<file path="src/rv_settings.svh">
`ifndef RV_SETTINGS_SVH
`define RV_SETTINGS_SVH

// Register and data width
`define XLEN 64

// Integer registers, x0 included
`define NUM_REGS 32

// First fetch address after reset
`define RESET_PC 64'h0000_0000_0000_0000

// Fixed machine trap handler entry
`define TRAP_VECTOR 64'h0000_0000_0000_0200

// addi x0, x0, 0
`define NOP_INSTR 32'h0000_0013

`endif

</file>
<file path="src/rv_pkg.sv">
`include "rv_settings.svh"

package rv_pkg;

    typedef logic [`XLEN-1:0] word_t;    // One register or data value
    typedef logic [31:0]      instr_t;
    typedef logic [4:0]       reg_idx_t;

    typedef enum logic [2:0] {
        ALU_ADD,
        ALU_SUB,
        ALU_SLT,                          // Signed compare
        ALU_SLL,
        ALU_PASS_B                        // Operand B straight through
    } alu_op_e;

    // Same order as funct3[1:0] of loads and stores
    typedef enum logic [1:0] {
        MEM_BYTE,
        MEM_HALF,
        MEM_WORD,
        MEM_DOUBLE
    } mem_size_e;

    typedef enum logic [1:0] {
        OPA_REG,
        OPA_PC,
        OPA_ZERO
    } op_a_sel_e;

    typedef enum logic {
        OPB_REG,
        OPB_IMM
    } op_b_sel_e;

    typedef struct packed {
        reg_idx_t  rd;
        reg_idx_t  rs1;
        reg_idx_t  rs2;
        word_t     imm;
        alu_op_e   alu_op;
        op_a_sel_e op_a_sel;
        op_b_sel_e op_b_sel;
        logic      writes_rd;
        logic      load;
        logic      store;
        mem_size_e mem_size;
        logic      load_unsigned;          // lbu, lhu, lwu
        logic      branch;                 // beq only
        logic      jal;
        logic      jalr;
        logic      mret;
    } decoded_t;

    // Wishbone classic master side
    typedef struct packed {
        logic                 cyc;
        logic                 stb;
        logic                 we;
        word_t                adr;         // Byte address
        word_t                dat;
        logic [`XLEN/8-1:0]   sel;         // One bit per byte lane
    } wb_req_t;

    typedef struct packed {
        word_t dat;
        logic  ack;
    } wb_rsp_t;

    typedef struct packed {
        logic     en;
        reg_idx_t addr;
        word_t    data;
    } rf_write_t;

endpackage

</file>
<file path="src/rv_regfile.sv">
`timescale 1ns/1ns
`include "rv_settings.svh"

module rv_regfile (
    input  logic              clk,
    input  logic              reset,
    input  rv_pkg::reg_idx_t  rs1_i,
    input  rv_pkg::reg_idx_t  rs2_i,
    output rv_pkg::word_t     rs1_data_o,
    output rv_pkg::word_t     rs2_data_o,
    input  rv_pkg::rf_write_t write_i
);
    import rv_pkg::*;

    word_t regs_q [`NUM_REGS];

    always_ff @(posedge clk or negedge reset) begin
        if (!reset) begin
            for (int i = 0; i < `NUM_REGS; i++) begin
                regs_q[i] <= '0;
            end
        end else if (write_i.en && write_i.addr != '0) begin  // x0 never written
            regs_q[write_i.addr] <= write_i.data;
        end
    end

    // x0 stays zero from reset on
    assign rs1_data_o = regs_q[rs1_i];
    assign rs2_data_o = regs_q[rs2_i];

endmodule

</file>
<file path="config.mk">
export PLATFORM = sky130hd
export DESIGN_NAME = rv_regfile
export DESIGN_NICKNAME = d
export VERILOG_FILES = /design/src/rv_pkg.sv /design/src/rv_regfile.sv
export VERILOG_INCLUDE_DIRS = /design/src /design/src/src
export SDC_FILE = /design/constraint.sdc
export NUM_CORES = 2
export LEC_CHECK = 0
export BUFFER_PORTS_ARGS = -buffer_cell sky130_fd_sc_hd__buf_4
export CAP_MARGIN = 30
export CORE_MARGIN = 5
export CORE_UTILIZATION = 60
export DETAILED_ROUTE_END_ITERATION = 16
export PLACE_DENSITY = 0.77
export SYNTH_ARGS = -nofsm -noshare
export SYNTH_HDL_FRONTEND = slang
export SYNTH_SLANG_ARGS = --single-unit
export TNS_END_PERCENT = 100
</file>
<file path="constraint.sdc">
create_clock -name clk -period 3.26 [get_ports clk]
set_input_delay 0.163 -clock clk [delete_from_list [all_inputs] [get_ports clk]]
set_output_delay 0.163 -clock clk [all_outputs]
set_load 0.01 [all_outputs]
</file>
==> summary.txt <==
largest family of logic cells by synthesized area -> multiplexers
worst r2r src -> regs_q[1072]$_DFFE_PN0P_
width of the die -> 434 um
Post-synth EDFFs -> 0
layout cell share with drive strength beyond 1 -> 62.9%
Comb power frac -> 21.3%
worst reg-to-reg setup slack -> 2430 ps
static leakage -> 52.8 nW
Crit Path Max Fanout -> 3
initial core utilization -> 60.4%
drt pass-1 iters -> 5
hpwl dp -> 184000 um
vias post-DR -> 66300
register bit total from synthesis -> 2048
Largest Register -> regs_q
final hold slack -> 21.1 ps
Most used DFF post-synth -> dfrtp_1
Setup WS post-layout -> 271 ps
P&R area growth vs syn -> 13.1%
Worst Setup End Kind -> output pin
fin util -> 68.3%
Compound-Gate Fraction of Synth Area -> 1.12%
min Tclk post-route -> 2990 ps
Clock Power Share -> 33.5%
# resized after CTS -> 0
worst relative slew slack -> 33.3%
final-report max-slew violation count -> 0
PD cells -> 618 nW/um^2
Clock Latency Late Sink -> 860 ps
Crit path largest cell delay -> 820 ps
DIE AREA -> 188000 um^2
overall routing resource usage -> 34.6%
total wire length -> 320000 um
share of the cycle needed by the critical path after routing -> 91.7%
simple-gate area share of the yosys netlist -> 0.445%
final setup TNS -> 0 ps
DRC Markers -> 0
Reg clk slew, reported paths -> 60 ps
largest net degree at the start of global routing -> 115
nets -> 6667
Max VDD drop -> 0.000584 V
vias in the first global route -> 70000
Placer Congestion -> 0.812
data required time of the worst path -> 3100 ps
Syn Area/Cell -> 16.5 um^2
Post-CTS Setup Inserts -> 0
FF-to-FF path depth -> 1
CP startpoint kind -> flop
sequential group share of total power -> 45.2%
top flop regs -> regs_q x2048
Hold-fix buffers, CTS -> 68
final setup violation count -> 0
Gate Count Post-Synth -> 6512
initial antenna violation count -> 13
Max Fclk -> 0.335 GHz
WS Path Type -> flop to output pin
net switching power -> 20.2 mW
remaining antenna violation count -> 0
initial DRC count -> 7075
# rows -> 155
FFs w/ async S/R, synth -> 100%
Port Buffer Count -> 209
adder-cell share of the synthesized area -> 0%
Synth warnings -> 0
RSZ-0062 raised after global routing -> no
synthesized area -> 108000 um^2
crit path cell chain -> mux4_2 > mux2_2 > o22ai_1 > a221oi_1 > buf_4
Post-Synth XOR/XNOR Area -> 0%
Max Cap Viol -> 0
worst hold path class -> primary input to async pin
max reg flops -> 2048
I/O pin cnt -> 210
filler cell count in the final layout -> 11600
Synth cell types -> 30
Setup WS pre-CTS -> 469 ps
Worst-Margin Slew -> 1000 ps
Core Region -> 178000 um^2
mux contribution to synthesized area -> 47.8%
post-synthesis sequential area ratio -> 47.6%
total global routing overflow -> 0
first-pass GRT wire length -> 478000 um
Die Y -> 434 um
clock buffer depth -> 3
CTS tree -> built
number of vias per cell -> 7.26
switch share -> 26.9%
post-synth net total -> 6594
CTS root buf -> clkbuf_16
CTS buffer count -> 212
internal power consumption -> 55.0 mW
slowest CP cell -> a221oi_1
WL/cell -> 35.1 um
final hold violation count -> 0
worst path arrival time -> 2830 ps
Sink Count -> 2048
RR Endpoint -> regs_q[1072]$_DFFE_PN0P_
Clock Skews -> 0 ps
H-tree depth -> 4
status -> completed
power groups by stage:
stage | logic, mW | clock network (mW) | registers (mW)
3_3_place_gp | 15.5 | 0 | 33.8
5_1_grt | 17.1 | 26.5 | 34.5
2_1_floorplan | 12.0 | 0 | 32.8
6_report | 16.0 | 25.2 | 34.0
4_1_cts | 16.1 | 25.5 | 33.8
3_5_place_dp | 15.9 | 0 | 34.2
how the worst max path moves through the flow:
stage / from / to / slack (ps)
after global placement: rs2_i[0] / rs2_data_o[49] / 400
after CTS: regs_q[366]$_DFFE_PN0P_ / rs1_data_o[46] / 250
final: regs_q[917]$_DFFE_PN0P_ / rs1_data_o[21] / 270
after floorplan: rs1_i[2] / rs1_data_o[10] / 1080
after detailed placement: rs2_i[0] / rs2_data_o[37] / 470
after global routing: regs_q[917]$_DFFE_PN0P_ / rs1_data_o[21] / 230
cells in the final DEF (no fill, tap or decap), drive strengths merged, types with 10 or more instances in the layout:
cell and instances:
inv 10, o22ai 60, dfrtp 2048, mux4 1145
clkbuf 311, a221oi 34, nand2 20, mux2i 144
a221o 26, buf 563, bufinv 16, nor2b 20
clkinvlp 11, dlygate4sd3 68, nor2 27, clkinv 48
mux2 2151
final cells by class:
type	count	area [um^2]	area share [%]
Tap cell	2355	2950	2.42
Clock buffer	310	6240	5.13
Multi-Input combinational cell	3690	53400	43.9
Sequential cell	2048	51200	42.1
Inverter	1	6.26	0.00514
Clock inverter	84	1010	0.828
Antenna cell	9	22.5	0.0185
Timing Repair Buffer	632	6880	5.65
cell families (layout without fill, tap and decap cells):
kind of cell | count (synthesis) | count (layout)
mux | 3440 | 3440
flops | 2048 | 2048
buf+inv | 774 | 1027
compound gates | 156 | 156
simple gates | 94 | 94
other cells | 0 | 9
metrics by stage:
step	power (mW)	cell area, um^2	std cells
5_1_grt	78.1	122000	9122
3_5_place_dp	50.1	114000	8658
6_report	75.2	122000	9129
4_1_cts	75.4	122000	9120
3_3_place_gp	49.3	114000	8656
2_1_floorplan	44.8	108000	6512
critical path: cells and delay by family, from the launching register on:
kind            cells  cell delay [ps]
compound gates      2              890
mux                 2              410
flops               1              400
buf+inv             1              260
synth_stat cells, drive strengths merged (4+ instances only):
library cell / number / share of area, %
nor2: 27 / 0.094
a21oi: 9 / 0.042
and3: 6 / 0.035
mux4: 1145 / 24
mux2: 2151 / 22
nand2: 20 / 0.070
a221o: 26 / 0.24
a22o: 9 / 0.073
clkbuf: 487 / 1.7
nor2b: 20 / 0.12
nand3: 6 / 0.028
a221oi: 34 / 0.28
dfrtp: 2048 / 48
nor3: 4 / 0.037
o22ai: 60 / 0.35
nand2b: 5 / 0.029
a211o: 9 / 0.073
buf: 286 / 1.4
mux2i: 144 / 1.3
routing by layer:
layer | routed length (um) | GRT usage [%] | vias up
li1 | - | - | 25700
met1 | 121000 | 46.3 | 36200
met2 | 156000 | 55.9 | 3443
met3 | 25600 | 6.22 | 918
met5 | 13 | 0 | -
met4 | 18000 | 16.3 | 2
Note: power is estimated with default switching activity, not from simulation.
