### src/rv_settings.svh
`ifndef RV_SETTINGS_SVH
`define RV_SETTINGS_SVH

// Register and data width
`define XLEN 64

// Integer registers, x0 included
`define NUM_REGS 32

// First fetch address after reset
`define RESET_PC 64'h0000_0000_0000_0000

// Fixed machine trap handler entry
`define TRAP_VECTOR 64'h0000_0000_0000_0200

// addi x0, x0, 0
`define NOP_INSTR 32'h0000_0013

`endif

### src/rv_pkg.sv
`include "rv_settings.svh"

package rv_pkg;

    typedef logic [`XLEN-1:0] word_t;    // One register or data value
    typedef logic [31:0]      instr_t;
    typedef logic [4:0]       reg_idx_t;

    typedef enum logic [2:0] {
        ALU_ADD,
        ALU_SUB,
        ALU_SLT,                          // Signed compare
        ALU_SLL,
        ALU_PASS_B                        // Operand B straight through
    } alu_op_e;

    // Same order as funct3[1:0] of loads and stores
    typedef enum logic [1:0] {
        MEM_BYTE,
        MEM_HALF,
        MEM_WORD,
        MEM_DOUBLE
    } mem_size_e;

    typedef enum logic [1:0] {
        OPA_REG,
        OPA_PC,
        OPA_ZERO
    } op_a_sel_e;

    typedef enum logic {
        OPB_REG,
        OPB_IMM
    } op_b_sel_e;

    typedef struct packed {
        reg_idx_t  rd;
        reg_idx_t  rs1;
        reg_idx_t  rs2;
        word_t     imm;
        alu_op_e   alu_op;
        op_a_sel_e op_a_sel;
        op_b_sel_e op_b_sel;
        logic      writes_rd;
        logic      load;
        logic      store;
        mem_size_e mem_size;
        logic      load_unsigned;          // lbu, lhu, lwu
        logic      branch;                 // beq only
        logic      jal;
        logic      jalr;
        logic      mret;
    } decoded_t;

    // Wishbone classic master side
    typedef struct packed {
        logic                 cyc;
        logic                 stb;
        logic                 we;
        word_t                adr;         // Byte address
        word_t                dat;
        logic [`XLEN/8-1:0]   sel;         // One bit per byte lane
    } wb_req_t;

    typedef struct packed {
        word_t dat;
        logic  ack;
    } wb_rsp_t;

    typedef struct packed {
        logic     en;
        reg_idx_t addr;
        word_t    data;
    } rf_write_t;

endpackage

### src/rv_trap.sv
`timescale 1ns/1ns

module rv_trap (
    input  logic             clk,
    input  logic             reset,
    input  logic             irq_i,
    input  rv_pkg::decoded_t dec_i,
    input  logic             ex_valid_i,
    input  rv_pkg::word_t    ex_pc_i,
    input  logic             mem_busy_i,
    output logic             take_o,
    output rv_pkg::word_t    mret_pc_o,
    output logic             irq_ack_o
);
    import rv_pkg::*;

    logic  mie_q, mpie_q;                                  // mstatus bits 3 and 7
    word_t mepc_q;

    // Only a real instruction with no bus access pending
    assign take_o    = irq_i & mie_q & ex_valid_i & ~mem_busy_i;
    assign mret_pc_o = mepc_q;

    always_ff @(posedge clk or negedge reset) begin
        if (!reset) begin
            mie_q     <= 1'b1;
            mpie_q    <= 1'b0;
            irq_ack_o <= 1'b0;
        end else begin
            irq_ack_o <= take_o;                           // One cycle per acceptance
            if (take_o) begin
                mpie_q <= mie_q;
                mie_q  <= 1'b0;
            end else if (ex_valid_i && dec_i.mret) begin
                mie_q  <= mpie_q;
                mpie_q <= 1'b1;
            end
        end
    end

    // Interrupted instruction restarts here
    always_ff @(posedge clk) begin
        if (take_o) begin
            mepc_q <= ex_pc_i;
        end
    end

    // Bubble after the redirect and cleared MIE keep it single
    a_ack_pulse: assert property (@(posedge clk) disable iff (!reset)
        irq_ack_o |=> !irq_ack_o);

endmodule

### config.mk
export PLATFORM = sky130hd
export DESIGN_NAME = rv_trap
export DESIGN_NICKNAME = d
export VERILOG_FILES = /design/src/rv_pkg.sv /design/src/rv_trap.sv
export VERILOG_INCLUDE_DIRS = /design/src /design/src/src
export SDC_FILE = /design/constraint.sdc
export NUM_CORES = 1
export LEC_CHECK = 0
export ABC_AREA = 1
export ABC_CLOCK_PERIOD_IN_PS = 2200
export BUFFER_PORTS_ARGS = -buffer_cell sky130_fd_sc_hd__buf_4
export CORE_MARGIN = 10
export CORE_UTILIZATION = 31
export CTS_BUF_LIST = sky130_fd_sc_hd__clkbuf_8
export DETAILED_ROUTE_END_ITERATION = 10
export GPL_TIMING_DRIVEN = 0
export MAX_ROUTING_LAYER = met4
export PLACE_DENSITY = 0.83
export SLEW_MARGIN = 20
export SYNTH_ARGS = -nofsm -noshare
export SYNTH_HDL_FRONTEND = slang
export SYNTH_SLANG_ARGS = --single-unit
### constraint.sdc
create_clock -name clk -period 2.2 [get_ports clk]
set_input_delay 0.22 -clock clk [delete_from_list [all_inputs] [get_ports clk]]
set_output_delay 0.22 -clock clk [all_outputs]
set_load 0.05 [all_outputs]
==> results.json <==
{
  "yosysSeqAreaShare_pct": 97.1,
  "grt.total_usage_pct": 10.8,
  "area_delta_synth_final_pct": 65.2,
  "critPathCaptureType": "output pin",
  "grt_pass1_wl_um": 8090,
  "start_kind": "flip-flop",
  "core.rowCount": 29,
  "mostFrequentLayoutCells": "135 x buf_4, 64 x edfxtp_1, 9 x clkbuf_8",
  "cpPeakStageDelay_ns": 0.53,
  "avgSynthCellArea_um2": 25.4,
  "cts_buffer_depth": 2,
  "yosys_warnings": 0,
  "maxCapViolCount": 0,
  "antenna_found_initial": 0,
  "pwr-share-seq_pct": 53.7,
  "route.detailed.drc": 0,
  "numCtsBuffers": 9,
  "dieArea_mm2": 0.0103,
  "ir_drop_uv": 446,
  "power.density_mw_per_mm2": 792,
  "setup_viol": 0,
  "finalCriticalPeriod_ns": 1.85,
  "core_mm2": 0.00639,
  "slew_viol_final": 0,
  "crit_path_max_fanout": 15,
  "hold_class": "input pin to flip-flop",
  "relSlewSlack_pct": 53.9,
  "layout_commonest_cell": "buf_4",
  "synthDistinctLibCells": 10,
  "clk_latency_ns": 0.33,
  "clk_pin_slew_ns": 0.07,
  "switching_share_pct": 23.0,
  "clockPowerShare_pct": 36.2,
  "p_leak_nw": 1.41,
  "cts_sinks": 67,
  "grt_pass1_vias": 1477,
  "nNetsFinal": 394,
  "fin_skew_ns": 0.00513,
  "drt-wirelength-per-cell_um": 18.6,
  "cts_tree": "yes",
  "grt_max_degree": 38,
  "yosys_register_bits": 67,
  "vias": 1328,
  "tns_ns": 0,
  "num_io_pins": 230,
  "num_antenna_cells": 0,
  "cts-htree-levels": 3,
  "portBuffers": 135,
  "cts_setup_buffers": 0,
  "holdWs_ns": 0.0594,
  "start_util_pct": 32.2,
  "cts_resized": 0,
  "critical_path_class": "flip-flop to output pin",
  "synth_cells": 81,
  "crit_arrival_ns": 1.63,
  "postRouteAntennaNets": 0,
  "status": "completed",
  "synth_nets": 245,
  "path_cells": "nand2_1, inv_1, nand2_2, clkinvlp_4, buf_4",
  "clock-root-buffer": "clkbuf_8",
  "fmaxAchievable_mhz": 540,
  "dpl.hpwl_um": 4510,
  "cp_slowest_cell": "dfstp_2",
  "worst_pin_slew_ns": 0.687,
  "wirelength_um": 5810,
  "p_switching_mw": 0.618,
  "die_h_um": 101,
  "comb_power_share_pct": 10.0,
  "hold_violations": 0,
  "gp_congestion": 0.772,
  "dr.first_iter.drc_count": 45,
  "viasPerCell": 4.26,
  "drive_gt1_share_pct": 66.8,
  "p_int_mw": 2.07,
  "drt-pass1-iter-count": 4,
  "netlist_area_mm2": 0.00206,
  "grt_remaining_overflow": 0,
  "rsz0062_at_grt": "false",
  "post-route-period-util_pct": 84.1,
  "critPathRequiredTime_ns": 1.98,
  "die_x_um": 101
}
## registers in the layout, indices dropped and copies added, names as in the netlist
signal	cells
irq_ack_o	1
mpie_q	1
mie_q	1
mret_pc_o	64
## cells by family (layout without fill, tap and decap cells)
group / after synthesis / in the layout / share of synthesized area, %
compound gates: 1 / 1 / 0.243
buf+inv: 4 / 158 / 0.729
flops: 67 / 67 / 97.1
simple gates: 9 / 9 / 1.95
## Yosys cell counts
master / count / share of area, %
a21oi_1: 1 / 0.24
dfrtp_1: 2 / 2.4
dfstp_2: 1 / 1.3
edfxtp_1: 64 / 93
inv_1: 3 / 0.55
inv_2: 1 / 0.18
nand2_1: 6 / 1.1
nand2_2: 1 / 0.30
nand3_1: 1 / 0.24
nor2_2: 1 / 0.30
## per-stage QoR
step / cell area, um^2 / cells / worst slack (ns) / power [mW] / util [%]
floorplan: 2060 / 81 / 0.125 / 1.60 / -
global placement: 3170 / 293 / -0.145 / 1.74 / 49.7
detailed placement: 3190 / 294 / 0.415 / 1.75 / 50.0
CTS: 3390 / 311 / 0.118 / 2.74 / 53.2
global route: 3400 / 312 / 0.233 / 2.81 / 53.2
finish: 3400 / 312 / 0.349 / 2.69 / 53.2
## final cells by class
cell class / count / area [um^2]
Clock buffer: 9 / 124
Clock inverter: 7 / 68.8
Fill cell: 520 / 2990
Inverter: 4 / 18.8
Multi-Input combinational cell: 10 / 45.0
Sequential cell: 67 / 2000
Tap cell: 77 / 96.3
Timing Repair Buffer: 137 / 1040
Timing Repair inverter: 1 / 5.00
## power groups by stage
stage	sequential [mW]	clock [mW]	combinational [mW]
floorplan	1.57	0	0.0235
global placement	1.48	0	0.263
detailed placement	1.48	0	0.271
CTS	1.45	1.02	0.272
global route	1.45	1.07	0.287
finish	1.45	0.976	0.270
## critical path, delay by kind of cell, from the launching register on
family	cells	cell delay (ns)
buffers and inverters	3	0.63
flip-flops	1	0.53
AND/OR/NAND/NOR	2	0.14
## per-layer routing
layer | GRT usage, % | part of all wire (%) | vias up
li1 | - | - | 608
met1 | 11.9 | 38 | 615
met2 | 14.9 | 46 | 99
met3 | 7.96 | 16 | 6
met4 | 3.22 | 0.95 | 0
met5 | - | 0 | -
## what timing repair did
| action | in CTS | in global routing |
|---|---|---|
| hold endpoints to repair | 3 | 0 |
| endpoints found under the setup margin | 0 | 1 |
| hold buffers | 1 | 0 |
## path summary, 6_finish.rpt
path	from	endpoint	slack, ns	depth (start not counted)
hold reg to reg	mpie_q$_DFFE_PN0P_	mpie_q$_DFFE_PN0P_	0.49	2
setup reg to reg	mie_q$_DFFE_PN1P_	mret_pc_o[3]$_DFFE_PP_	0.56	4
min in group asynchronous	reset	mpie_q$_DFFE_PN0P_	0.22	2
max in group asynchronous	reset	mie_q$_DFFE_PN1P_	1.80	2
setup / recovery	mie_q$_DFFE_PN1P_	take_o	0.35	5
hold / removal	ex_pc_i[61]	mret_pc_o[61]$_DFFE_PP_	0.06	1
(Power assumes the default switching activity.)
