[src/rv_settings.svh]
`ifndef RV_SETTINGS_SVH
`define RV_SETTINGS_SVH

// Register and data width
`define XLEN 64

// Integer registers, x0 included
`define NUM_REGS 32

// First fetch address after reset
`define RESET_PC 64'h0000_0000_0000_0000

// Fixed machine trap handler entry
`define TRAP_VECTOR 64'h0000_0000_0000_0200

// addi x0, x0, 0
`define NOP_INSTR 32'h0000_0013

`endif

[src/rv_pkg.sv]
`include "rv_settings.svh"

package rv_pkg;

    typedef logic [`XLEN-1:0] word_t;    // One register or data value
    typedef logic [31:0]      instr_t;
    typedef logic [4:0]       reg_idx_t;

    typedef enum logic [2:0] {
        ALU_ADD,
        ALU_SUB,
        ALU_SLT,                          // Signed compare
        ALU_SLL,
        ALU_PASS_B                        // Operand B straight through
    } alu_op_e;

    // Same order as funct3[1:0] of loads and stores
    typedef enum logic [1:0] {
        MEM_BYTE,
        MEM_HALF,
        MEM_WORD,
        MEM_DOUBLE
    } mem_size_e;

    typedef enum logic [1:0] {
        OPA_REG,
        OPA_PC,
        OPA_ZERO
    } op_a_sel_e;

    typedef enum logic {
        OPB_REG,
        OPB_IMM
    } op_b_sel_e;

    typedef struct packed {
        reg_idx_t  rd;
        reg_idx_t  rs1;
        reg_idx_t  rs2;
        word_t     imm;
        alu_op_e   alu_op;
        op_a_sel_e op_a_sel;
        op_b_sel_e op_b_sel;
        logic      writes_rd;
        logic      load;
        logic      store;
        mem_size_e mem_size;
        logic      load_unsigned;          // lbu, lhu, lwu
        logic      branch;                 // beq only
        logic      jal;
        logic      jalr;
        logic      mret;
    } decoded_t;

    // Wishbone classic master side
    typedef struct packed {
        logic                 cyc;
        logic                 stb;
        logic                 we;
        word_t                adr;         // Byte address
        word_t                dat;
        logic [`XLEN/8-1:0]   sel;         // One bit per byte lane
    } wb_req_t;

    typedef struct packed {
        word_t dat;
        logic  ack;
    } wb_rsp_t;

    typedef struct packed {
        logic     en;
        reg_idx_t addr;
        word_t    data;
    } rf_write_t;

endpackage

[src/rv_decode.sv]
`timescale 1ns/1ns

module rv_decode (
    input  rv_pkg::instr_t   instr_i,
    output rv_pkg::decoded_t dec_o
);
    import rv_pkg::*;

    localparam logic [6:0] OP_LUI    = 7'b0110111;
    localparam logic [6:0] OP_AUIPC  = 7'b0010111;
    localparam logic [6:0] OP_IMM    = 7'b0010011;
    localparam logic [6:0] OP_REG    = 7'b0110011;
    localparam logic [6:0] OP_LOAD   = 7'b0000011;
    localparam logic [6:0] OP_STORE  = 7'b0100011;
    localparam logic [6:0] OP_BRANCH = 7'b1100011;
    localparam logic [6:0] OP_JAL    = 7'b1101111;
    localparam logic [6:0] OP_JALR   = 7'b1100111;
    localparam instr_t     MRET      = 32'h3020_0073;

    logic [6:0] opcode;
    logic [2:0] funct3;
    logic [6:0] funct7;
    word_t      imm_i, imm_s, imm_b, imm_u, imm_j, shamt;

    assign opcode = instr_i[6:0];
    assign funct3 = instr_i[14:12];
    assign funct7 = instr_i[31:25];

    // Sign extension through the signed cast
    assign imm_i = word_t'($signed(instr_i[31:20]));
    assign imm_s = word_t'($signed({instr_i[31:25], instr_i[11:7]}));
    assign imm_b = word_t'($signed({instr_i[31], instr_i[7], instr_i[30:25],
                                    instr_i[11:8], 1'b0}));
    assign imm_u = word_t'($signed({instr_i[31:12], 12'b0}));
    assign imm_j = word_t'($signed({instr_i[31], instr_i[19:12], instr_i[20],
                                    instr_i[30:21], 1'b0}));
    assign shamt = word_t'(instr_i[25:20]);                 // RV64 uses 6 bits

    always_comb begin
        dec_o               = '0;                          // Unknown means no effect
        dec_o.rd            = instr_i[11:7];
        dec_o.rs1           = instr_i[19:15];
        dec_o.rs2           = instr_i[24:20];
        dec_o.alu_op        = ALU_PASS_B;
        dec_o.op_a_sel      = OPA_ZERO;
        dec_o.op_b_sel      = OPB_IMM;
        dec_o.mem_size      = mem_size_e'(funct3[1:0]);
        dec_o.load_unsigned = funct3[2];
        case (opcode)
            OP_LUI: begin
                dec_o.imm       = imm_u;
                dec_o.writes_rd = 1'b1;                    // PASS_B of the U immediate
            end
            OP_AUIPC: begin
                dec_o.imm       = imm_u;
                dec_o.alu_op    = ALU_ADD;
                dec_o.op_a_sel  = OPA_PC;
                dec_o.writes_rd = 1'b1;
            end
            OP_IMM: begin
                dec_o.op_a_sel = OPA_REG;
                if (funct3 == 3'b000) begin                // addi
                    dec_o.imm       = imm_i;
                    dec_o.alu_op    = ALU_ADD;
                    dec_o.writes_rd = 1'b1;
                end else if (funct3 == 3'b001 && funct7[6:1] == 6'b0) begin  // slli
                    dec_o.imm       = shamt;
                    dec_o.alu_op    = ALU_SLL;
                    dec_o.writes_rd = 1'b1;
                end
            end
            OP_REG: begin
                dec_o.op_a_sel = OPA_REG;
                dec_o.op_b_sel = OPB_REG;
                if (funct7 == 7'b0000000 && funct3 == 3'b000) begin
                    dec_o.alu_op    = ALU_ADD;
                    dec_o.writes_rd = 1'b1;
                end else if (funct7 == 7'b0100000 && funct3 == 3'b000) begin
                    dec_o.alu_op    = ALU_SUB;
                    dec_o.writes_rd = 1'b1;
                end else if (funct7 == 7'b0000000 && funct3 == 3'b010) begin
                    dec_o.alu_op    = ALU_SLT;
                    dec_o.writes_rd = 1'b1;
                end
            end
            OP_LOAD: begin
                dec_o.imm      = imm_i;
                dec_o.alu_op   = ALU_ADD;                  // Effective address
                dec_o.op_a_sel = OPA_REG;
                if (funct3 != 3'b111) begin                // No ldu in RV64
                    dec_o.load      = 1'b1;
                    dec_o.writes_rd = 1'b1;
                end
            end
            OP_STORE: begin
                dec_o.imm      = imm_s;
                dec_o.alu_op   = ALU_ADD;
                dec_o.op_a_sel = OPA_REG;
                dec_o.store    = ~funct3[2];               // sb, sh, sw, sd
            end
            OP_BRANCH: begin
                dec_o.imm    = imm_b;
                dec_o.branch = (funct3 == 3'b000);         // beq only
            end
            OP_JAL: begin
                dec_o.imm       = imm_j;
                dec_o.jal       = 1'b1;
                dec_o.writes_rd = 1'b1;                    // Link written by control
            end
            OP_JALR: begin
                dec_o.imm       = imm_i;
                dec_o.jalr      = (funct3 == 3'b000);
                dec_o.writes_rd = (funct3 == 3'b000);
            end
            default: begin
                dec_o.mret = (instr_i == MRET);
            end
        endcase
    end

endmodule

[config.mk]
export PLATFORM = sky130hd
export DESIGN_NAME = rv_decode
export DESIGN_NICKNAME = d
export VERILOG_FILES = /design/src/rv_pkg.sv /design/src/rv_decode.sv
export VERILOG_INCLUDE_DIRS = /design/src /design/src/src
export SDC_FILE = /design/constraint.sdc
export NUM_CORES = 1
export LEC_CHECK = 0
export ABC_AREA = 1
export BUFFER_PORTS_ARGS = -buffer_cell sky130_fd_sc_hd__buf_4
export CORE_MARGIN = 5
export CORE_UTILIZATION = 41
export DETAILED_ROUTE_END_ITERATION = 7
export PLACE_DENSITY = 0.82
export SLEW_MARGIN = 40
export SYNTH_ARGS = -nofsm -noshare
export SYNTH_HDL_FRONTEND = slang
export SYNTH_SLANG_ARGS = --single-unit
[constraint.sdc]
create_clock -name vclk -period 2.05
set_input_delay 0.1025 -clock vclk [all_inputs]
set_output_delay 0.1025 -clock vclk [all_outputs]
set_load 0.01 [all_outputs]
==> results_dict.tcl, run 1 <==
set metrics [dict create \
    p_comb_frac 1.000 \
    period_share 0.837 \
    final-setup-viol-count 0 \
    antenna_cells 0 \
    cp-end-kind "output pin" \
    start_kind "primary input" \
    fin_cells 418 \
    max_slew_margin 0.621 \
    drt_wl_total_mm 5.24 \
    grt_first_pass_wirelength_mm 8.85 \
    p_total_uw 256 \
    cts_hold_buf 0 \
    synth_top_area_share 0.254 \
    p_int_uw 117 \
    cts_setup_buffers 0 \
    crit_type "in2out" \
    swShare 0.542 \
    ant_nets 0 \
    max_cap_viol_count 0 \
    cp_cell_sequence "buf_4 -> inv_1 -> nand2_1 -> nor2_1 -> nand2_1 -> nand2_2 -> nand2_2 -> nand3_4 -> buf_4" \
    gp_congestion 1.02 \
    via_count 1953 \
    drt_iter0_drc 121 \
    placed_cells 418 \
    first_pass_iters 4 \
    via_per_inst 4.67 \
    cts_resized 0 \
    slowest_delay_ns 0.29 \
    coreArea_um2 3420 \
    design_area_um2 2110 \
    avgSynthCellArea_um2 5.00 \
    p_leak_uw 0.00143 \
    start_util 0.433 \
    port_buffers 127 \
    yosys.cell_types.count 20 \
    die_h_um 70.1 \
    synth_cells 296 \
    syn-num-nets 328 \
    run_status "finished clean" \
    critPathBufInv 3 \
    dpl-instance-area_um2 2100 \
    clock_power_share 0 \
    arrival_ns 1.61 \
    drive_above_1_share 0.395 \
    grt-ovfl-total 0 \
    netlist_area_um2 1480 \
    power_frac_seq 0 \
    hpwl_mm 4.50 \
    drc 0 \
    worst_slack_ns 0.334 \
    max-vdd-ir-drop_uv 83.1 \
    die_area_um2 4910 \
    yosys-top-cells-area "buf_4, nand2_1, nor2_1" \
    io_pins 127 \
    grt_util_all_layers 0.207 \
    crit_fanout 33 \
    register_area_um2 0 \
    fin_nets 406 \
    critical-path-top-delay-family "simple AND/OR/NAND/NOR gates" \
    switchingPower_uw 139 \
    die_w_um 70.1 \
    synth_area_leader_cell "buf_4" \
    first_global_vias 1819 \
    hp-class "in2out" \
    hold_viol 0 \
    antenna_found_initial 0 \
    fmax_mhz 583 \
    clock_buffers 0 \
    seq_cell_count 0 \
    grt_max_degree 34 \
    rsz0062_at_grt "false" \
    row_count 21 \
    seq_area_frac_synth 0 \
    crit_required_ns 1.95 \
    wl_per_cell_um 12.5 \
    post-place-ws_ns 0.159 \
    min_period_ns 1.72 \
    tns_ns 0 \
    syn2layout_area_growth_pct 42.5 \
    cp_slowest_cell "nand3_4" \
    drv_slew 0 \
    powerDensity_nw_per_um2 121 \
    yosys_warnings 0 \
    tightest_slew_ns 0.564 \
]
-- synthesized netlist by cell type --
cell	n
nor2_8	1
buf_4	50
nand2_2	3
nand2_4	3
inv_1	35
inv_2	2
o21ai_0	4
nor3_1	7
nor2_2	2
a21oi_1	7
buf_2	2
nand3_2	4
nand3_1	26
nand2_1	86
nor2_1	53
a21boi_0	1
a22oi_1	1
buf_6	3
nand4_1	5
o21ai_2	1
-- power by group through the flow --
stage | Combinational (µW) | Clock (µW) | Sequential (µW)
final | 256 | 0 | 0
after global routing | 283 | 0 | 0
after global placement | 254 | 0 | 0
after detailed placement | 257 | 0 | 0
after CTS | 257 | 0 | 0
after floorplan | 141 | 0 | 0
-- worst paths after layout --
path / startpoint / endpoint / slack (ns) / depth (start not counted)
hold / removal: instr_i[8] / dec_o[91] / 0.39 / 2
setup / recovery: instr_i[3] / dec_o[70] / 0.33 / 9
-- cells in the final DEF, fill, tap and decap left out --
cell type | netlist | final
a22oi_1 | 1 | 1
nand3_2 | 4 | 3
buf_4 | 50 | 131
a21oi_1 | 7 | 7
nand2_2 | 3 | 3
o21ai_0 | 4 | 4
nand4_1 | 5 | 5
nor2_8 | 1 | 1
inv_2 | 2 | 2
o21ai_2 | 1 | 1
nand2_4 | 3 | 3
nand3_4 | 0 | 1
nand3_1 | 26 | 26
nor2_1 | 53 | 53
nand2_1 | 86 | 86
nor3_1 | 7 | 7
nor2_2 | 2 | 2
inv_1 | 35 | 35
a21boi_0 | 1 | 1
-- per-layer routing --
layer,part of all wire,up-vias,GRT usage
met5,0,-,0
met4,0.0088,0,0.0298
met2,0.46,100,0.346
li1,-,1016,-
met1,0.41,833,0.261
met3,0.12,4,0.0689
-- final cells by class --
class	count	area (µm²)
multi-input combinational	204	930
inverter	37	139
tap	46	57.6
timing repair buffer	131	983
fill	384	1310
-- stage by stage --
| step | hold WS [ns] | util |
|---|---|---|
| detailed placement | 0.394 | 0.615 |
| global placement | 0.393 | 0.615 |
| finish | 0.392 | 0.618 |
| CTS | 0.394 | 0.615 |
| global route | 0.399 | 0.618 |
| floorplan | 0.253 | - |
-- cell families after synthesis --
family / after synthesis / synth area share
simple gates: 190 / 0.570
compound gates: 14 / 0.0533
buf+inv: 92 / 0.377
No activity file was read; power rests on OpenSTA's default activity.
==> run 2: changes to the inputs <==
ABC_AREA = 0   (was 1)
CORE_UTILIZATION = 36   (was 41)
PLACE_DENSITY = 0.81   (was 0.82)
clock period = 1.6 ns   (was 2.05 ns; I/O delays follow)
==> run 2 against run 1 <==
  * Global-route usage shrank 0.66 points
  * Die area decreased by 11%
  * Worst hold slack got worse by 0.034 ns
  * Critical endpoint is now dec_o[15]
  * Largest cell class unchanged
  * Highest routed layer unchanged
==> results_dict.tcl, run 2 <==
set metrics [dict create \
    hold_viol 0 \
    via_per_inst 5.19 \
    crit_fanout 14 \
    port_buffers 127 \
    p_total_uw 318 \
    arrival_ns 1.48 \
    fin_util 0.629 \
    cp_slowest_cell "and4b_4" \
    first_global_vias 1479 \
    synth_cells 164 \
    ys_top_cells_by_count "buf_4, a21o_1, nor2_1" \
    coreArea_um2 3050 \
    drc 0 \
    cpMostUsedCell "buf_4" \
    max_cap_viol_count 0 \
    wl_per_cell_um 16.9 \
    cp_cell_sequence "buf_4 -> and4b_4 -> and3_4 -> buf_4 -> nor2b_1 -> a211oi_1 -> buf_4" \
    io_pins 127 \
    seq_cell_count 0 \
    hp-class "in2out" \
    drv_slew 0 \
    grt-ovfl-total 0 \
    rsz0062_at_grt "false" \
    synth_area_leader_cell "buf_4" \
    start_kind "primary input" \
    avgSynthCellArea_um2 6.94 \
    p_leak_uw 0.00119 \
    die_area_um2 4390 \
    period_share 0.975 \
    max-vdd-ir-drop_uv 91.8 \
    fin_nets 290 \
    fmax_mhz 641 \
    cp-end-kind "output pin" \
    first_pass_iters 4 \
    syn-num-nets 196 \
    tns_ns 0 \
    critical-path-top-delay-family "simple AND/OR/NAND/NOR gates" \
    drt_iter0_drc 33 \
    min_period_ns 1.56 \
    grt_max_degree 34 \
    crit_required_ns 1.52 \
    row_count 20 \
    yosys_warnings 0 \
    max_slew_margin 0.738 \
    synth_top_area_share 0.336 \
    seq_area_frac_synth 0 \
    netlist_area_um2 1140 \
    drt_wl_total_mm 5.06 \
    start_util 0.373 \
    tightest_slew_ns 0.390 \
    final_common_cell "buf_4" \
    register_area_um2 0 \
    run_status "finished clean" \
    layout_common_cells "buf_4, a21o_1, nor2_1" \
    fin_cells 300 \
    antenna_found_initial 0 \
    crit_type "in2out" \
    grt_first_pass_wirelength_mm 7.20 \
    grt_util_all_layers 0.200 \
    syn2layout_area_growth_pct 68.7 \
    clock_buffers 0 \
    yosys.cell_types.count 37 \
    hpwl_mm 4.10 \
    ant_nets 0 \
    die_w_um 66.2 \
    final-setup-viol-count 0 \
    powerDensity_nw_per_um2 166 \
    via_count 1556 \
    gp_congestion 0.997 \
    placed_cells 298 \
    drive_above_1_share 0.617 \
    antenna_cells 0 \
    critPathBufInv 3 \
    fillerInstances 302 \
    synth_most_common_cell "buf_4" \
    yosys-top-cells-area "buf_4, a21o_1, nor2_1" \
    slowest_delay_ns 0.32 \
    die_h_um 66.2 \
]
## run 2: changes by cell type in the layout (fill, tap and decap cells not counted), moves of 4 or more
cell / delta
a21o_1: +19
a21oi_1: -5
a22o_1: +5
and2_1: +6
buf_4: +15
inv_1: -31
nand2_1: -77
nand3_1: -19
nor2_1: -41
nor3_1: -4
nor4_1: +6
o21ai_0: -4
## run 2: cell families (layout without fill, tap and decap cells)
group           count (synthesis)  count (layout)  synth area share
compound gates                 41              42             0.308
simple gates                   64              64             0.323
buf+inv                        59             150             0.369
## run 2: path summary, 6_finish.rpt
path / startpoint / endpoint / slack (ns) / cells after the start
max: instr_i[6] / dec_o[15] / 0.04 / 7
min: instr_i[11] / dec_o[94] / 0.36 / 2
## run 2: through the flow
stage          setup slack, ns  hold slack, ns  instance area [µm²]
5_1_grt               0.000576           0.367                 1920
4_1_cts                0.00923           0.360                 1880
3_3_place_gp            0.0674           0.359                 1880
2_1_floorplan           0.0610           0.220                 1150
3_5_place_dp            0.0100           0.360                 1880
6_report                0.0402           0.358                 1920
## run 2: what timing repair did
item                       CTS  global route
hold buffers                 0             0
resized for setup            0             4
setup endpoints to repair    0            45
setup buffers                0             1
## run 2: layout make-up
class                           instances  area (µm²)  area share
Inverter                                4        15.0     0.00782
Multi-Input combinational cell        106         754       0.393
Tap cell                               44        55.1      0.0287
Timing Repair Buffer                  146        1100       0.571
## run 2: power breakdown
group / switching (µW) / total [µW] / internal, µW
clock network: 0 / 0 / 0
registers: 0 / 0 / 0
logic: 157 / 318 / 161
total: 157 / 318 / 161
## run 2: routing by layer
metal,part of all wire,global-route usage
met5,0,0
met1,0.40,0.264
met4,0.0057,0.0203
met2,0.47,0.348
met3,0.12,0.0323
==> run 3: changes to the inputs <==
RECOVER_POWER = 50   (was not set)
==> run 3 against run 2 <==
  * Via count decreased by 0.58%
  * Global-route usage unchanged
  * First-iteration DRC count unchanged
  * Non-clock buffer count unchanged
  * Die area unchanged
  * Wire length decreased by 0.36%
==> results_dict.tcl, run 3 (synthesis gave the netlist of run 2 again) <==
set metrics [dict create \
    run_status "finished clean" \
    antenna_found_initial 0 \
    period_share 0.969 \
    via_per_inst 5.16 \
    gp_congestion 0.997 \
    drc 0 \
    row_count 20 \
    final-setup-viol-count 0 \
    clock_buffers 0 \
    grt_max_degree 34 \
    via_count 1547 \
    tightest_slew_ns 0.392 \
    hpwl_mm 4.10 \
    p_leak_uw 0.00109 \
    antenna_cells 0 \
    cp-end-kind "output pin" \
    ant_nets 0 \
    slowest_delay_ns 0.55 \
    powerDensity_nw_per_um2 164 \
    critical-path-top-delay-family "simple AND/OR/NAND/NOR gates" \
    grt_first_pass_wirelength_mm 7.20 \
    tns_ns 0 \
    min_period_ns 1.55 \
    drive_above_1_share 0.508 \
    cts_hold_buf 0 \
    port_buffers 127 \
    crit_type "in2out" \
    grt_util_all_layers 0.200 \
    die_h_um 66.2 \
    die_w_um 66.2 \
    drt_wl_total_mm 5.05 \
    max-vdd-ir-drop_uv 86.3 \
    drt_iter0_drc 33 \
    max_slew_margin 0.738 \
    first_pass_iters 4 \
    seq_cell_count 0 \
    rsz0062_at_grt "false" \
    drv_slew 0 \
    final_common_cell "buf_4" \
    crit_required_ns 1.52 \
    cp_cell_sequence "buf_4 -> and4b_4 -> and3_4 -> o21bai_4 -> or4_4 -> buf_4" \
    cp.depth 6 \
    start_util 0.373 \
    min_path_cells 2 \
    start_kind "primary input" \
    first_global_vias 1479 \
    wl_per_cell_um 16.8 \
    post-place-ws_ns 0.0100 \
    layout_common_cells "buf_4, clkbuf_1, a21o_1" \
    worst_slack_ns 0.0499 \
    critPathBufInv 2 \
    register_area_um2 0 \
    p_total_uw 294 \
    syn2layout_area_growth_pct 57.9 \
    die_area_um2 4390 \
    hold_viol 0 \
    crit_fanout 8 \
    max_cap_viol_count 0 \
    io_pins 127 \
    cpMostUsedCell "buf_4" \
    grt-ovfl-total 0 \
    arrival_ns 1.47 \
    cp_slowest_cell "or4_4" \
    fmax_mhz 645 \
    hp-class "in2out" \
    fin_nets 290 \
    coreArea_um2 3050 \
]
## run 3: cell count changes in the layout (fill, tap and decap cells not counted)
cell | before | now
a31oi_1 | 0 | 1
a31oi_2 | 1 | 0
buf_2 | 0 | 1
buf_4 | 146 | 115
clkbuf_1 | 0 | 25
clkbuf_2 | 0 | 4
clkbuf_4 | 0 | 1
nor3_1 | 3 | 4
nor3_2 | 1 | 0
nor3b_1 | 0 | 1
nor3b_2 | 1 | 0
## run 3: repair_timing
item | in CTS | in global routing
endpoints found under the setup margin | 0 | 45
resized for setup | 0 | 4
buffers inserted | 0 | 1
## run 3: where the power goes
| part | total, µW | switching [µW] | internal [µW] |
|---|---|---|---|
| Sequential | 0 | 0 | 0 |
| Clock | 0 | 0 | 0 |
| Combinational | 294 | 155 | 139 |
## run 3: path summary, 6_finish.rpt
kind        from   endpoint  slack, ns
max   instr_i[4]   dec_o[9]       0.05
min   instr_i[8]  dec_o[91]       0.39
## run 3: cell type report
cell class,count,area [µm²]
multi-input cells,106,738
fillers,321,1250
repair buffers,146,990
inverters,4,15.0
well taps,44,55.1
## run 3: layer usage
metal / wire length, µm / vias to the layer above / track usage
li1: - / 734 / -
met1: 2030 / 711 / 0.264
met2: 2400 / 99 / 0.348
met3: 600 / 3 / 0.0323
met4: 14 / 0 / 0.0203
met5: 0 / - / 0
## run 3: metrics by stage
step,area [µm²],util,std cells,hold slack (ns)
floorplan,1150,-,164,0.220
global placement,1880,0.617,298,0.359
CTS,1880,0.617,298,0.360
detailed placement,1880,0.617,298,0.360
global route,1800,0.589,300,0.403
finish,1800,0.589,300,0.394
