--- src/rv_settings.svh ---
`ifndef RV_SETTINGS_SVH
`define RV_SETTINGS_SVH

// Register and data width
`define XLEN 64

// Integer registers, x0 included
`define NUM_REGS 32

// First fetch address after reset
`define RESET_PC 64'h0000_0000_0000_0000

// Fixed machine trap handler entry
`define TRAP_VECTOR 64'h0000_0000_0000_0200

// addi x0, x0, 0
`define NOP_INSTR 32'h0000_0013

`endif

--- src/rv_pkg.sv ---
`include "rv_settings.svh"

package rv_pkg;

    typedef logic [`XLEN-1:0] word_t;    // One register or data value
    typedef logic [31:0]      instr_t;
    typedef logic [4:0]       reg_idx_t;

    typedef enum logic [2:0] {
        ALU_ADD,
        ALU_SUB,
        ALU_SLT,                          // Signed compare
        ALU_SLL,
        ALU_PASS_B                        // Operand B straight through
    } alu_op_e;

    // Same order as funct3[1:0] of loads and stores
    typedef enum logic [1:0] {
        MEM_BYTE,
        MEM_HALF,
        MEM_WORD,
        MEM_DOUBLE
    } mem_size_e;

    typedef enum logic [1:0] {
        OPA_REG,
        OPA_PC,
        OPA_ZERO
    } op_a_sel_e;

    typedef enum logic {
        OPB_REG,
        OPB_IMM
    } op_b_sel_e;

    typedef struct packed {
        reg_idx_t  rd;
        reg_idx_t  rs1;
        reg_idx_t  rs2;
        word_t     imm;
        alu_op_e   alu_op;
        op_a_sel_e op_a_sel;
        op_b_sel_e op_b_sel;
        logic      writes_rd;
        logic      load;
        logic      store;
        mem_size_e mem_size;
        logic      load_unsigned;          // lbu, lhu, lwu
        logic      branch;                 // beq only
        logic      jal;
        logic      jalr;
        logic      mret;
    } decoded_t;

    // Wishbone classic master side
    typedef struct packed {
        logic                 cyc;
        logic                 stb;
        logic                 we;
        word_t                adr;         // Byte address
        word_t                dat;
        logic [`XLEN/8-1:0]   sel;         // One bit per byte lane
    } wb_req_t;

    typedef struct packed {
        word_t dat;
        logic  ack;
    } wb_rsp_t;

    typedef struct packed {
        logic     en;
        reg_idx_t addr;
        word_t    data;
    } rf_write_t;

endpackage

--- src/rv_control.sv ---
`timescale 1ns/1ns
`include "rv_settings.svh"

module rv_control (
    input  logic              clk,
    input  logic              reset,
    output rv_pkg::word_t     imem_addr_o,
    input  rv_pkg::instr_t    imem_data_i,
    input  rv_pkg::decoded_t  dec_i,
    input  rv_pkg::word_t     rs1_data_i,
    input  rv_pkg::word_t     rs2_data_i,
    input  rv_pkg::word_t     alu_result_i,
    input  logic              alu_equal_i,
    input  logic              mem_busy_i,
    input  rv_pkg::word_t     load_data_i,
    input  logic              load_done_i,
    input  logic              trap_take_i,
    input  rv_pkg::word_t     mret_pc_i,
    output rv_pkg::instr_t    instr_o,
    output rv_pkg::word_t     ex_pc_o,
    output logic              ex_valid_o,
    output rv_pkg::rf_write_t rf_write_o
);
    import rv_pkg::*;

    word_t  pc_q, ex_pc_q;
    instr_t instr_q;
    logic   ex_valid_q;
    logic   stall, taken, redirect;
    word_t  link_addr, branch_target, jalr_sum, next_pc;

    assign imem_addr_o = pc_q;
    assign instr_o     = instr_q;
    assign ex_pc_o     = ex_pc_q;
    assign ex_valid_o  = ex_valid_q;

    // Memory op holds fetch and PC until ack
    assign stall = mem_busy_i & ~load_done_i;

    assign taken    = dec_i.branch & alu_equal_i;
    assign redirect = trap_take_i
                    | (ex_valid_q & (taken | dec_i.jal | dec_i.jalr | dec_i.mret));

    assign link_addr     = ex_pc_q + 4;
    assign branch_target = ex_pc_q + dec_i.imm;            // beq and jal
    assign jalr_sum      = rs1_data_i + dec_i.imm;

    always_comb begin
        if (trap_take_i) begin
            next_pc = `TRAP_VECTOR;                        // Beats the squashed instr
        end else if (!redirect) begin
            next_pc = pc_q + 4;
        end else if (dec_i.mret) begin
            next_pc = mret_pc_i;
        end else if (dec_i.jalr) begin
            next_pc = {jalr_sum[$bits(word_t)-1:1], 1'b0};
        end else begin
            next_pc = branch_target;
        end
    end

    // PC and execute slot, a redirect leaves one bubble
    always_ff @(posedge clk or negedge reset) begin
        if (!reset) begin
            pc_q       <= `RESET_PC;
            instr_q    <= `NOP_INSTR;
            ex_valid_q <= 1'b0;
        end else if (!stall) begin
            pc_q <= next_pc;
            if (redirect) begin
                instr_q    <= `NOP_INSTR;                  // Squash the fetched word
                ex_valid_q <= 1'b0;
            end else begin
                instr_q    <= imem_data_i;
                ex_valid_q <= 1'b1;
            end
        end
    end

    always_ff @(posedge clk) begin
        if (!stall && !redirect) begin
            ex_pc_q <= pc_q;
        end
    end

    // Writeback, a load only on its ack edge
    always_comb begin
        rf_write_o.addr = dec_i.rd;
        rf_write_o.en   = ex_valid_q & dec_i.writes_rd & ~trap_take_i
                        & (~dec_i.load | load_done_i);
        if (dec_i.load) begin
            rf_write_o.data = load_data_i;
        end else if (dec_i.jal || dec_i.jalr) begin
            rf_write_o.data = link_addr;
        end else begin
            rf_write_o.data = alu_result_i;
        end
    end

    // Jumps and traps never cut a bus access short
    a_redirect_no_bus: assert property (@(posedge clk) disable iff (!reset)
        redirect |-> !mem_busy_i);

    // Register file quiet while a bus access waits
    a_operands_held: assert property (@(posedge clk) disable iff (!reset)
        stall |=> $stable(rs1_data_i) && $stable(rs2_data_i));

endmodule

--- config.mk ---
export PLATFORM = sky130hd
export DESIGN_NAME = rv_control
export DESIGN_NICKNAME = d
export VERILOG_FILES = /design/src/rv_pkg.sv /design/src/rv_control.sv
export VERILOG_INCLUDE_DIRS = /design/src /design/src/src
export SDC_FILE = /design/constraint.sdc
export NUM_CORES = 1
export LEC_CHECK = 0
export BUFFER_PORTS_ARGS = -buffer_cell sky130_fd_sc_hd__buf_2
export CELL_PAD_IN_SITES_DETAIL_PLACEMENT = 2
export CELL_PAD_IN_SITES_GLOBAL_PLACEMENT = 2
export CORE_AREA = 2 2 265 267
export CTS_CLUSTER_DIAMETER = 60
export CTS_CLUSTER_SIZE = 20
export DETAILED_ROUTE_END_ITERATION = 7
export DIE_AREA = 0 0 267 269
export GPL_ROUTABILITY_DRIVEN = 0
export PLACE_DENSITY = 0.9
export RECOVER_POWER = 100
export SYNTH_ARGS = -nofsm -noshare
export SYNTH_HDL_FRONTEND = slang
export SYNTH_SLANG_ARGS = --single-unit
--- constraint.sdc ---
create_clock -name clk -period 6.1 [get_ports clk]
set_clock_uncertainty 0.1 [all_clocks]
set_input_delay 0.61 -clock clk [delete_from_list [all_inputs] [get_ports clk]]
set_output_delay 0.61 -clock clk [all_outputs]
set_load 0.005 [all_outputs]
==> flow_summary.ini, run 1 <==
[run_status]
status = complete, but fails checks
violations = capacitance limit, slew limit

[die]
start_util_pct = 26.40
die_area_um2 = 71820
die_w_um = 267
rows = 97
pin_count = 684
die_h_um = 269
core_area_um2 = 69300

[synth]
synthCells = 2452
synth.area.top_cells = dfrtp_1 13%, edfxtp_1 11%, ha_1 8.7%
synth_top_area_share_pct = 12.86
synth_top_area_cell = dfrtp_1
synth_cell_types = 94
synth_edf_count = 64
yosys_register_bits = 161
seq_area_frac_synth_pct = 23.79
async_flop_share_pct = 60.25
synth_area_um2 = 18290
ys_warn_count = 0
syn_nets = 3034
synthFlopType = dfrtp_1
syn_avg_cell_area_um2 = 7.461

[sta]
fmaxAchievable_mhz = 175.5
hold_viol = 0
rsz0062_at_grt = no
worst_slack_ps = 402.5
finalSetupViolCount = 0
worst_pin_slew_ps = 2818
period_share_pct = 93.40
setup_tns_ps = 0
max_slew_margin_pct = -87.84
drv_slew = 227
finalCriticalPeriod_ps = 5697

[global_route]
grt_usage_pct = 28.49
antenna_found_initial = 40
grt-ovfl-total = 0
grt_pass1_vias = 23960
grt_pass1_wl_um = 154000
grt_max_degree = 78

[clock_tree]
htreeDepth = 4
cts.sinks = 161
max-clock-path-buffers = 2
cts_tree = done
cts_setup_buffers = 0
cts_hold_buf = 0
postCtsResizedCells = 0
clock_latency_ps = 510
clockRootBuffer = clkbuf_16
clk_pin_slew_ps = 80
cts_buffers = 17

[place]
place_ws_ps = 1366
hpwlAfterDp_um = 84610
io_buffer_count = 589

[pwr]
p_per_area_nw_per_um2 = 216.1
power.leakage_uw = 0.009562
ir_drop_uv = 225.8

[critical_path]
crit_arrival_ps = 5970
cp-start-kind = flip-flop
cpMostUsedCell = o21ai_0
crit_path_max_fanout = 7
required_ps = 6380
slowest_stage = a2111oi_0
max_stage_delay_ps = 1390
path_class = reg -> reg
crit_path_end_kind = flip-flop
reg2regPathDepth = 12
crit_chain = ha_1 -> o21ai_0 -> o21bai_1 -> a21oi_1 -> a2111oi_0 -> o21ai_0 -> a21oi_1 -> o21ai_0 -> a21oi_1 -> mux2i_1 -> o21ai_0 -> o21ai_0

[layout]
drive_above_1_share_pct = 16.95
final_net_count = 3524
area_delta_synth_final_pct = 22.60
final_cell_mix = 409 x buf_2, 296 x nand2_1, 283 x a21oi_1
mostFrequentLayoutCell = buf_2

[route]
routed_wl_um = 106000
ant_nets = 0
wl_met1_um = 42910
top_layer_used = met5
route.vias.total = 22700
vias_per_cell = 5.801
first_pass_iters = 5
wl_met3_um = 8277
wl_met2_um = 50750
avgRoutedWirePerCell_um = 27.09
drc = 0
dr.first_iter.drc_count = 1515

[run]
drv_cap = 7

[hold_path]
worstHoldPathType = in -> reg
holdPathStages = 2
## cells in the mapped netlist (6+ instances only)
cell type,n
or2_2,6
and4_1,13
and3_1,35
nor3_1,43
ha_1,127
a22o_1,38
buf_1,10
clkbuf_1,120
o21ai_0,250
a221o_1,11
nand3_1,80
a31oi_1,28
a211oi_1,25
nor2b_1,14
o31ai_1,18
nor2_1,199
nand2b_1,13
xor2_1,82
or3_1,17
inv_1,63
a41oi_1,6
and2_1,16
o21bai_1,28
buf_2,11
nand2_1,296
a21o_1,78
xnor2_1,88
a21oi_1,283
o211ai_1,14
o22ai_1,14
a22oi_1,15
a221oi_1,15
mux2i_1,17
nand4_1,62
nor4_1,16
o21ai_1,9
o21a_1,16
o221ai_1,9
buf_4,6
edfxtp_1,64
dfrtp_1,94
## layer usage
layer | GRT usage (%) | vias to the layer above
met3 | 7.543 | 240
met2 | 48.72 | 923
met1 | 34.11 | 11410
met5 | 0 | -
li1 | - | 10090
met4 | 10.89 | 42
## final timing paths
check	from	end	slack, ps
max	ex_pc_o[2]	imem_addr_o[63]	400
min	imem_data_i[5]	instr_o[5]	220
max reg2reg	ex_pc_o[2]	imem_addr_o[63]	400
min reg2reg	instr_o[7]	instr_o[7]	410
max in group asynchronous	reset	imem_addr_o[48]	2320
min in group asynchronous	reset	instr_o[15]	890
## final cells by class
| cell class | instances | area (um2) |
|---|---|---|
| flip-flops and latches | 161 | 4353 |
| multi-input cells | 2080 | 13080 |
| diodes | 18 | 45.04 |
| inverters | 64 | 242.7 |
| repair buffers | 618 | 2905 |
| fillers | 8389 | 46870 |
| clock inverters | 13 | 147.6 |
| clock buffers | 19 | 475.5 |
| well taps | 940 | 1176 |
## state kept, by name, summed over array words and instances (netlist names)
signal,cells
ex_pc_o,64
ex_valid_o,1
imem_addr_o,64
instr_o,32
## worst max-delay path, delay by kind of cell, from the launching register on
kind,cells,cell delay [ps]
mux,1,110
compound gates,10,4290
flops,1,590
fa+ha+maj,1,460
## report_power, final
group	switching (uW)	internal (uW)	leakage, uW
registers	263	1270	0.00189
clock network	602	634	0.000311
logic	1310	763	0.00736
total	2180	2670	0.00956
## cells by family after synthesis
group                    count (synthesis)  share of synthesized area [%]
XOR/XNOR                               170                          8.139
AND/OR/NAND/NOR                        835                          21.43
multiplexers                            19                          1.053
adder cells (fa/ha/maj)                129                          8.905
AO/OA/AOI/OAI                          927                          32.15
buffers and inverters                  211                          4.528
flip-flops                             161                          23.79
## through the flow
step	power, uW	util [%]	hold slack [ps]	instances	cell area, um2
CTS	4859	32.77	26.99	3895	22710
finish	4846	32.36	223.1	3913	22430
floorplan	2652	-	214.4	2452	18290
global route	5077	32.35	212.4	3908	22420
global placement	3513	31.87	383.5	3863	22090
detailed placement	3608	31.87	386.1	3863	22090
Power figures use the tool's default switching activity.
==> inputs of run 2 (changes only) <==
--- a/config.mk
+++ b/config.mk
@@ -15,7 +15,7 @@
 export DETAILED_ROUTE_END_ITERATION = 7
 export DIE_AREA = 0 0 267 269
 export GPL_ROUTABILITY_DRIVEN = 0
-export PLACE_DENSITY = 0.9
+export PLACE_DENSITY = 0.91
 export RECOVER_POWER = 100
 export SYNTH_ARGS = -nofsm -noshare
 export SYNTH_HDL_FRONTEND = slang
==> flow_summary.ini, run 2 (synthesized netlist as in run 1, its figures left out) <==
[place]
io_buffer_count = 589
hpwlAfterDp_um = 84660

[clock_tree]
cts.sinks = 161
clockRootBuffer = clkbuf_16
postCtsResizedCells = 0
max-clock-path-buffers = 2
htreeDepth = 4
cts_setup_buffers = 0
cts_hold_buf = 0
clk_pin_slew_ps = 80
clock_latency_ps = 510
cts_tree = done
cts_buffers = 17

[run_status]
status = complete, but fails checks
violations = capacitance limit, slew limit

[global_route]
grt_pass1_wl_um = 155800
grt-ovfl-total = 0
grt_pass1_vias = 23800
antenna_found_initial = 44
grt_usage_pct = 28.87
grt_max_degree = 79

[critical_path]
slowest_stage = or2_0
crit_chain = clkbuf_1 -> or2_0 -> o31a_1 -> clkbuf_1 -> nor2_2 -> nor2_1 -> nand2_1 -> a21oi_1 -> a21oi_1 -> nand3_1 -> a21oi_1 -> a21o_1
crit_arrival_ps = 5690
critPathBufInv = 2
crit_path_end_kind = flip-flop
required_ps = 6390
max_stage_delay_ps = 1760
crit_path_max_fanout = 30
cp_top_family = simple AND/OR/NAND/NOR gates
path_class = in -> reg
cpMostUsedCell = a21oi_1
cp-start-kind = input port

[die]
die_h_um = 269
pin_count = 684
start_util_pct = 26.40
rows = 97
die_w_um = 267
die_area_um2 = 71820
core_area_um2 = 69300

[run]
drv_cap = 5

[route]
ant_nets = 0
routed_wl_um = 106800
first_pass_iters = 5
drc = 0
vias_per_cell = 5.838
route.vias.total = 22810
dr.first_iter.drc_count = 1493
avgRoutedWirePerCell_um = 27.34

[sta]
drv_slew = 204
fmaxAchievable_mhz = 185.1
worst_pin_slew_ps = 2855
finalSetupViolCount = 0
finalCriticalPeriod_ps = 5403
setup_tns_ps = 0
period_share_pct = 88.58
max_slew_margin_pct = -90.31
rsz0062_at_grt = no
hold_viol = 0

[pwr]
power.total_uw = 4799
p_per_area_nw_per_um2 = 213.8
ir_drop_uv = 224.0
power.leakage_uw = 0.009520

[hold_path]
worstHoldPathType = in -> reg

[layout]
final_cell_mix = 402 x buf_2, 296 x nand2_1, 283 x a21oi_1
fillers = 8315
area_delta_synth_final_pct = 22.68
final_net_count = 3522
drive_above_1_share_pct = 17.00
mostFrequentLayoutCell = buf_2
[run 2: changes by cell type in the layout (fill, tap and decap cells not counted), sizes merged]
cell / delta
buf: -5
inv: -4
bufinv: -1
diode: -4
clkinvlp: +4
clkbuf: +3
clkinv: +1
[run 2: worst paths after layout]
check / from / to / slack (ps) / cells after the start
setup / recovery: dec_i[2] / imem_addr_o[55] / 700 / 12
hold / removal: imem_data_i[29] / instr_o[29] / 220 / 2
setup reg to reg: ex_pc_o[2] / imem_addr_o[43] / 1100 / 12
hold reg to reg: instr_o[3] / instr_o[3] / 410 / 1
max in group asynchronous: reset / imem_addr_o[40] / 2270 / 2
min in group asynchronous: reset / instr_o[25] / 920 / 1
[run 2: worst register-to-register path: stages (launching register included)]
cell and delay [ps]:
edfxtp_1 600, ha_1 370, a211oi_1 390, o21bai_1 200
a21oi_1 490, a2111oi_2 200, o21ai_0 700, nand2_1 350
a31oi_1 640, xor2_1 160, a221oi_1 320, a22oi_1 140
o21ai_0 260
[run 2: through the flow]
step	hold slack (ps)	std cells	util (%)	area (um2)	setup WS, ps
global route	216.5	3904	32.37	22440	390.3
finish	223.6	3907	32.38	22440	696.5
global placement	385.6	3861	31.87	22090	1577
detailed placement	390.1	3861	31.87	22090	1519
CTS	32.00	3893	32.72	22670	955.8
floorplan	214.4	2452	-	18290	1696
[run 2: final cells by class]
| cell class | count | area (um2) | share of cell area (%) |
|---|---|---|---|
| diodes | 14 | 35.03 | 0.1561 |
| clock buffers | 19 | 475.5 | 2.119 |
| clock inverters | 13 | 111.4 | 0.4962 |
| inverters | 64 | 242.7 | 1.082 |
| multi-input cells | 2080 | 13140 | 58.54 |
| flip-flops and latches | 161 | 4353 | 19.40 |
| well taps | 940 | 1176 | 5.241 |
| repair buffers | 616 | 2912 | 12.97 |
[run 2: report_power, final]
part / internal (uW) / switching, uW
Sequential: 1270 / 268
Combinational: 765 / 1320
Clock: 581 / 590
[run 2: per-layer routing]
layer / vias up / part of all wire [%] / track usage (%)
met5: - / 0.26 / 0
met4: 46 / 3.7 / 10.63
met3: 274 / 7.9 / 7.653
met2: 970 / 48 / 49.06
met1: 11440 / 41 / 34.96
li1: 10080 / - / -
==> inputs of run 3 (changes only) <==
--- a/config.mk
+++ b/config.mk
@@ -11,11 +11,11 @@
 export CELL_PAD_IN_SITES_GLOBAL_PLACEMENT = 2
 export CORE_AREA = 2 2 265 267
 export CTS_CLUSTER_DIAMETER = 60
-export CTS_CLUSTER_SIZE = 20
+export CTS_CLUSTER_SIZE = 24
 export DETAILED_ROUTE_END_ITERATION = 7
 export DIE_AREA = 0 0 267 269
 export GPL_ROUTABILITY_DRIVEN = 0
-export PLACE_DENSITY = 0.91
+export PLACE_DENSITY = 0.84
 export RECOVER_POWER = 100
 export SYNTH_ARGS = -nofsm -noshare
 export SYNTH_HDL_FRONTEND = slang
==> flow_summary.ini, run 3 (synthesized netlist as in run 1, its figures left out) <==
[run_status]
status = complete, but fails checks
violations = capacitance limit, slew limit

[sta]
period_share_pct = 89.88
max_slew_margin_pct = -103.7
fmaxAchievable_mhz = 182.4
finalSetupViolCount = 0
finalCriticalPeriod_ps = 5483
hold_viol = 0
drv_slew = 157
rsz0062_at_grt = no
setup_tns_ps = 0
worst_pin_slew_ps = 3055
worst_slack_ps = 617.2

[clock_tree]
postCtsResizedCells = 0
cts_buffers = 17
cts.sinks = 161
max-clock-path-buffers = 2
cts_tree = done
clk_pin_slew_ps = 80
cts_hold_buf = 0
cts_setup_buffers = 0
clockRootBuffer = clkbuf_16
htreeDepth = 4
clock_latency_ps = 500

[die]
rows = 97
core_area_um2 = 69300
start_util_pct = 26.40
die_area_um2 = 71820
die_w_um = 267
pin_count = 684
die_h_um = 269

[critical_path]
crit_arrival_ps = 4770
path_class = reg -> out
cp-start-kind = flip-flop
cp_top_family = simple AND/OR/NAND/NOR gates
required_ps = 5390
crit_chain = and3_1 -> and2_0 -> nand4_1 -> buf_4 -> nor3_1 -> nand3_1 -> nor2_1 -> nand4_1 -> xor2_1 -> nor2_1 -> a21oi_1 -> o21ai_0 -> clkbuf_1
crit_path_end_kind = output port
crit_path_max_fanout = 8
max_stage_delay_ps = 640
slowest_stage = nor3_1
critPathBufInv = 2

[run]
drv_cap = 5

[route]
drc = 0
ant_nets = 0
routed_wl_um = 102000
route.vias.total = 22160
dr.first_iter.drc_count = 1361
vias_per_cell = 5.686
first_pass_iters = 5
avgRoutedWirePerCell_um = 26.16

[pwr]
power.leakage_uw = 0.009490
ir_drop_uv = 219.1
p_per_area_nw_per_um2 = 211.4

[place]
hpwlAfterDp_um = 81860
place_ws_ps = 1168
io_buffer_count = 589

[layout]
final_cell_mix = 394 x buf_2, 296 x nand2_1, 283 x a21oi_1
final_net_count = 3520
area_delta_synth_final_pct = 22.41
drive_above_1_share_pct = 16.60
fillers = 8329
mostFrequentLayoutCell = buf_2

[global_route]
grt_pass1_wl_um = 149400
grt-ovfl-total = 0
grt_pass1_vias = 23000
antenna_found_initial = 29
grt_max_degree = 99
grt_usage_pct = 27.68

[hold_path]
worstHoldPathType = in -> reg
==> run 3: cell count changes in the layout (fill, tap and decap cells not counted), moves of 2 or more <==
cell and delta:
inv_8 -2, diode_2 -7, buf_4 -3, nor2_2 -2
nor2_1 +2, dfstp_2 +3, buf_2 -8, clkbuf_1 +9
dfstp_1 -3
==> run 3: power breakdown <==
| part | internal, uW | total [uW] | switching, uW |
|---|---|---|---|
| Combinational | 762 | 2050 | 1280 |
| Sequential | 1270 | 1530 | 264 |
| Clock | 588 | 1150 | 564 |
==> run 3: layout make-up <==
type / count / area [um2] / area share (%)
repair buffers: 614 / 2899 / 12.95
clock buffers: 21 / 493.0 / 2.201
clock inverters: 11 / 90.09 / 0.4023
multi-input cells: 2080 / 13120 / 58.60
inverters: 64 / 242.7 / 1.084
well taps: 940 / 1176 / 5.252
diodes: 7 / 17.52 / 0.07822
flip-flops and latches: 161 / 4353 / 19.44
==> run 3: metrics by stage <==
step	cells	area [um2]	power, uW	hold WS [ps]	util, %
after floorplan	2452	18290	2652	214.4	-
after global routing	3895	22390	5000	202.5	32.30
after CTS	3891	22670	4777	36.73	32.72
after global placement	3859	22090	3524	384.7	31.87
after detailed placement	3859	22090	3593	388.9	31.87
final	3898	22390	4733	221.1	32.31
==> run 3: final timing paths <==
kind	startpoint	end	slack, ps	cells past startpoint
worst min register to register	instr_o[3]	instr_o[3]	410	1
min in group asynchronous	reset	instr_o[10]	1000	1
max in group asynchronous	reset	imem_addr_o[2]	2190	2
worst min-delay path	imem_data_i[31]	instr_o[31]	220	2
worst max-delay path	ex_pc_o[4]	rf_write_o[45]	620	13
worst max register to register	ex_pc_o[8]	imem_addr_o[61]	1010	12
==> run 3: routing by layer <==
layer / vias up / GRT usage (%) / part of all wire, %
met5: - / 0 / 0.21
met1: 11140 / 35.00 / 43
li1: 10070 / - / -
met4: 34 / 7.926 / 2.8
met3: 181 / 6.493 / 6.7
met2: 746 / 46.88 / 47
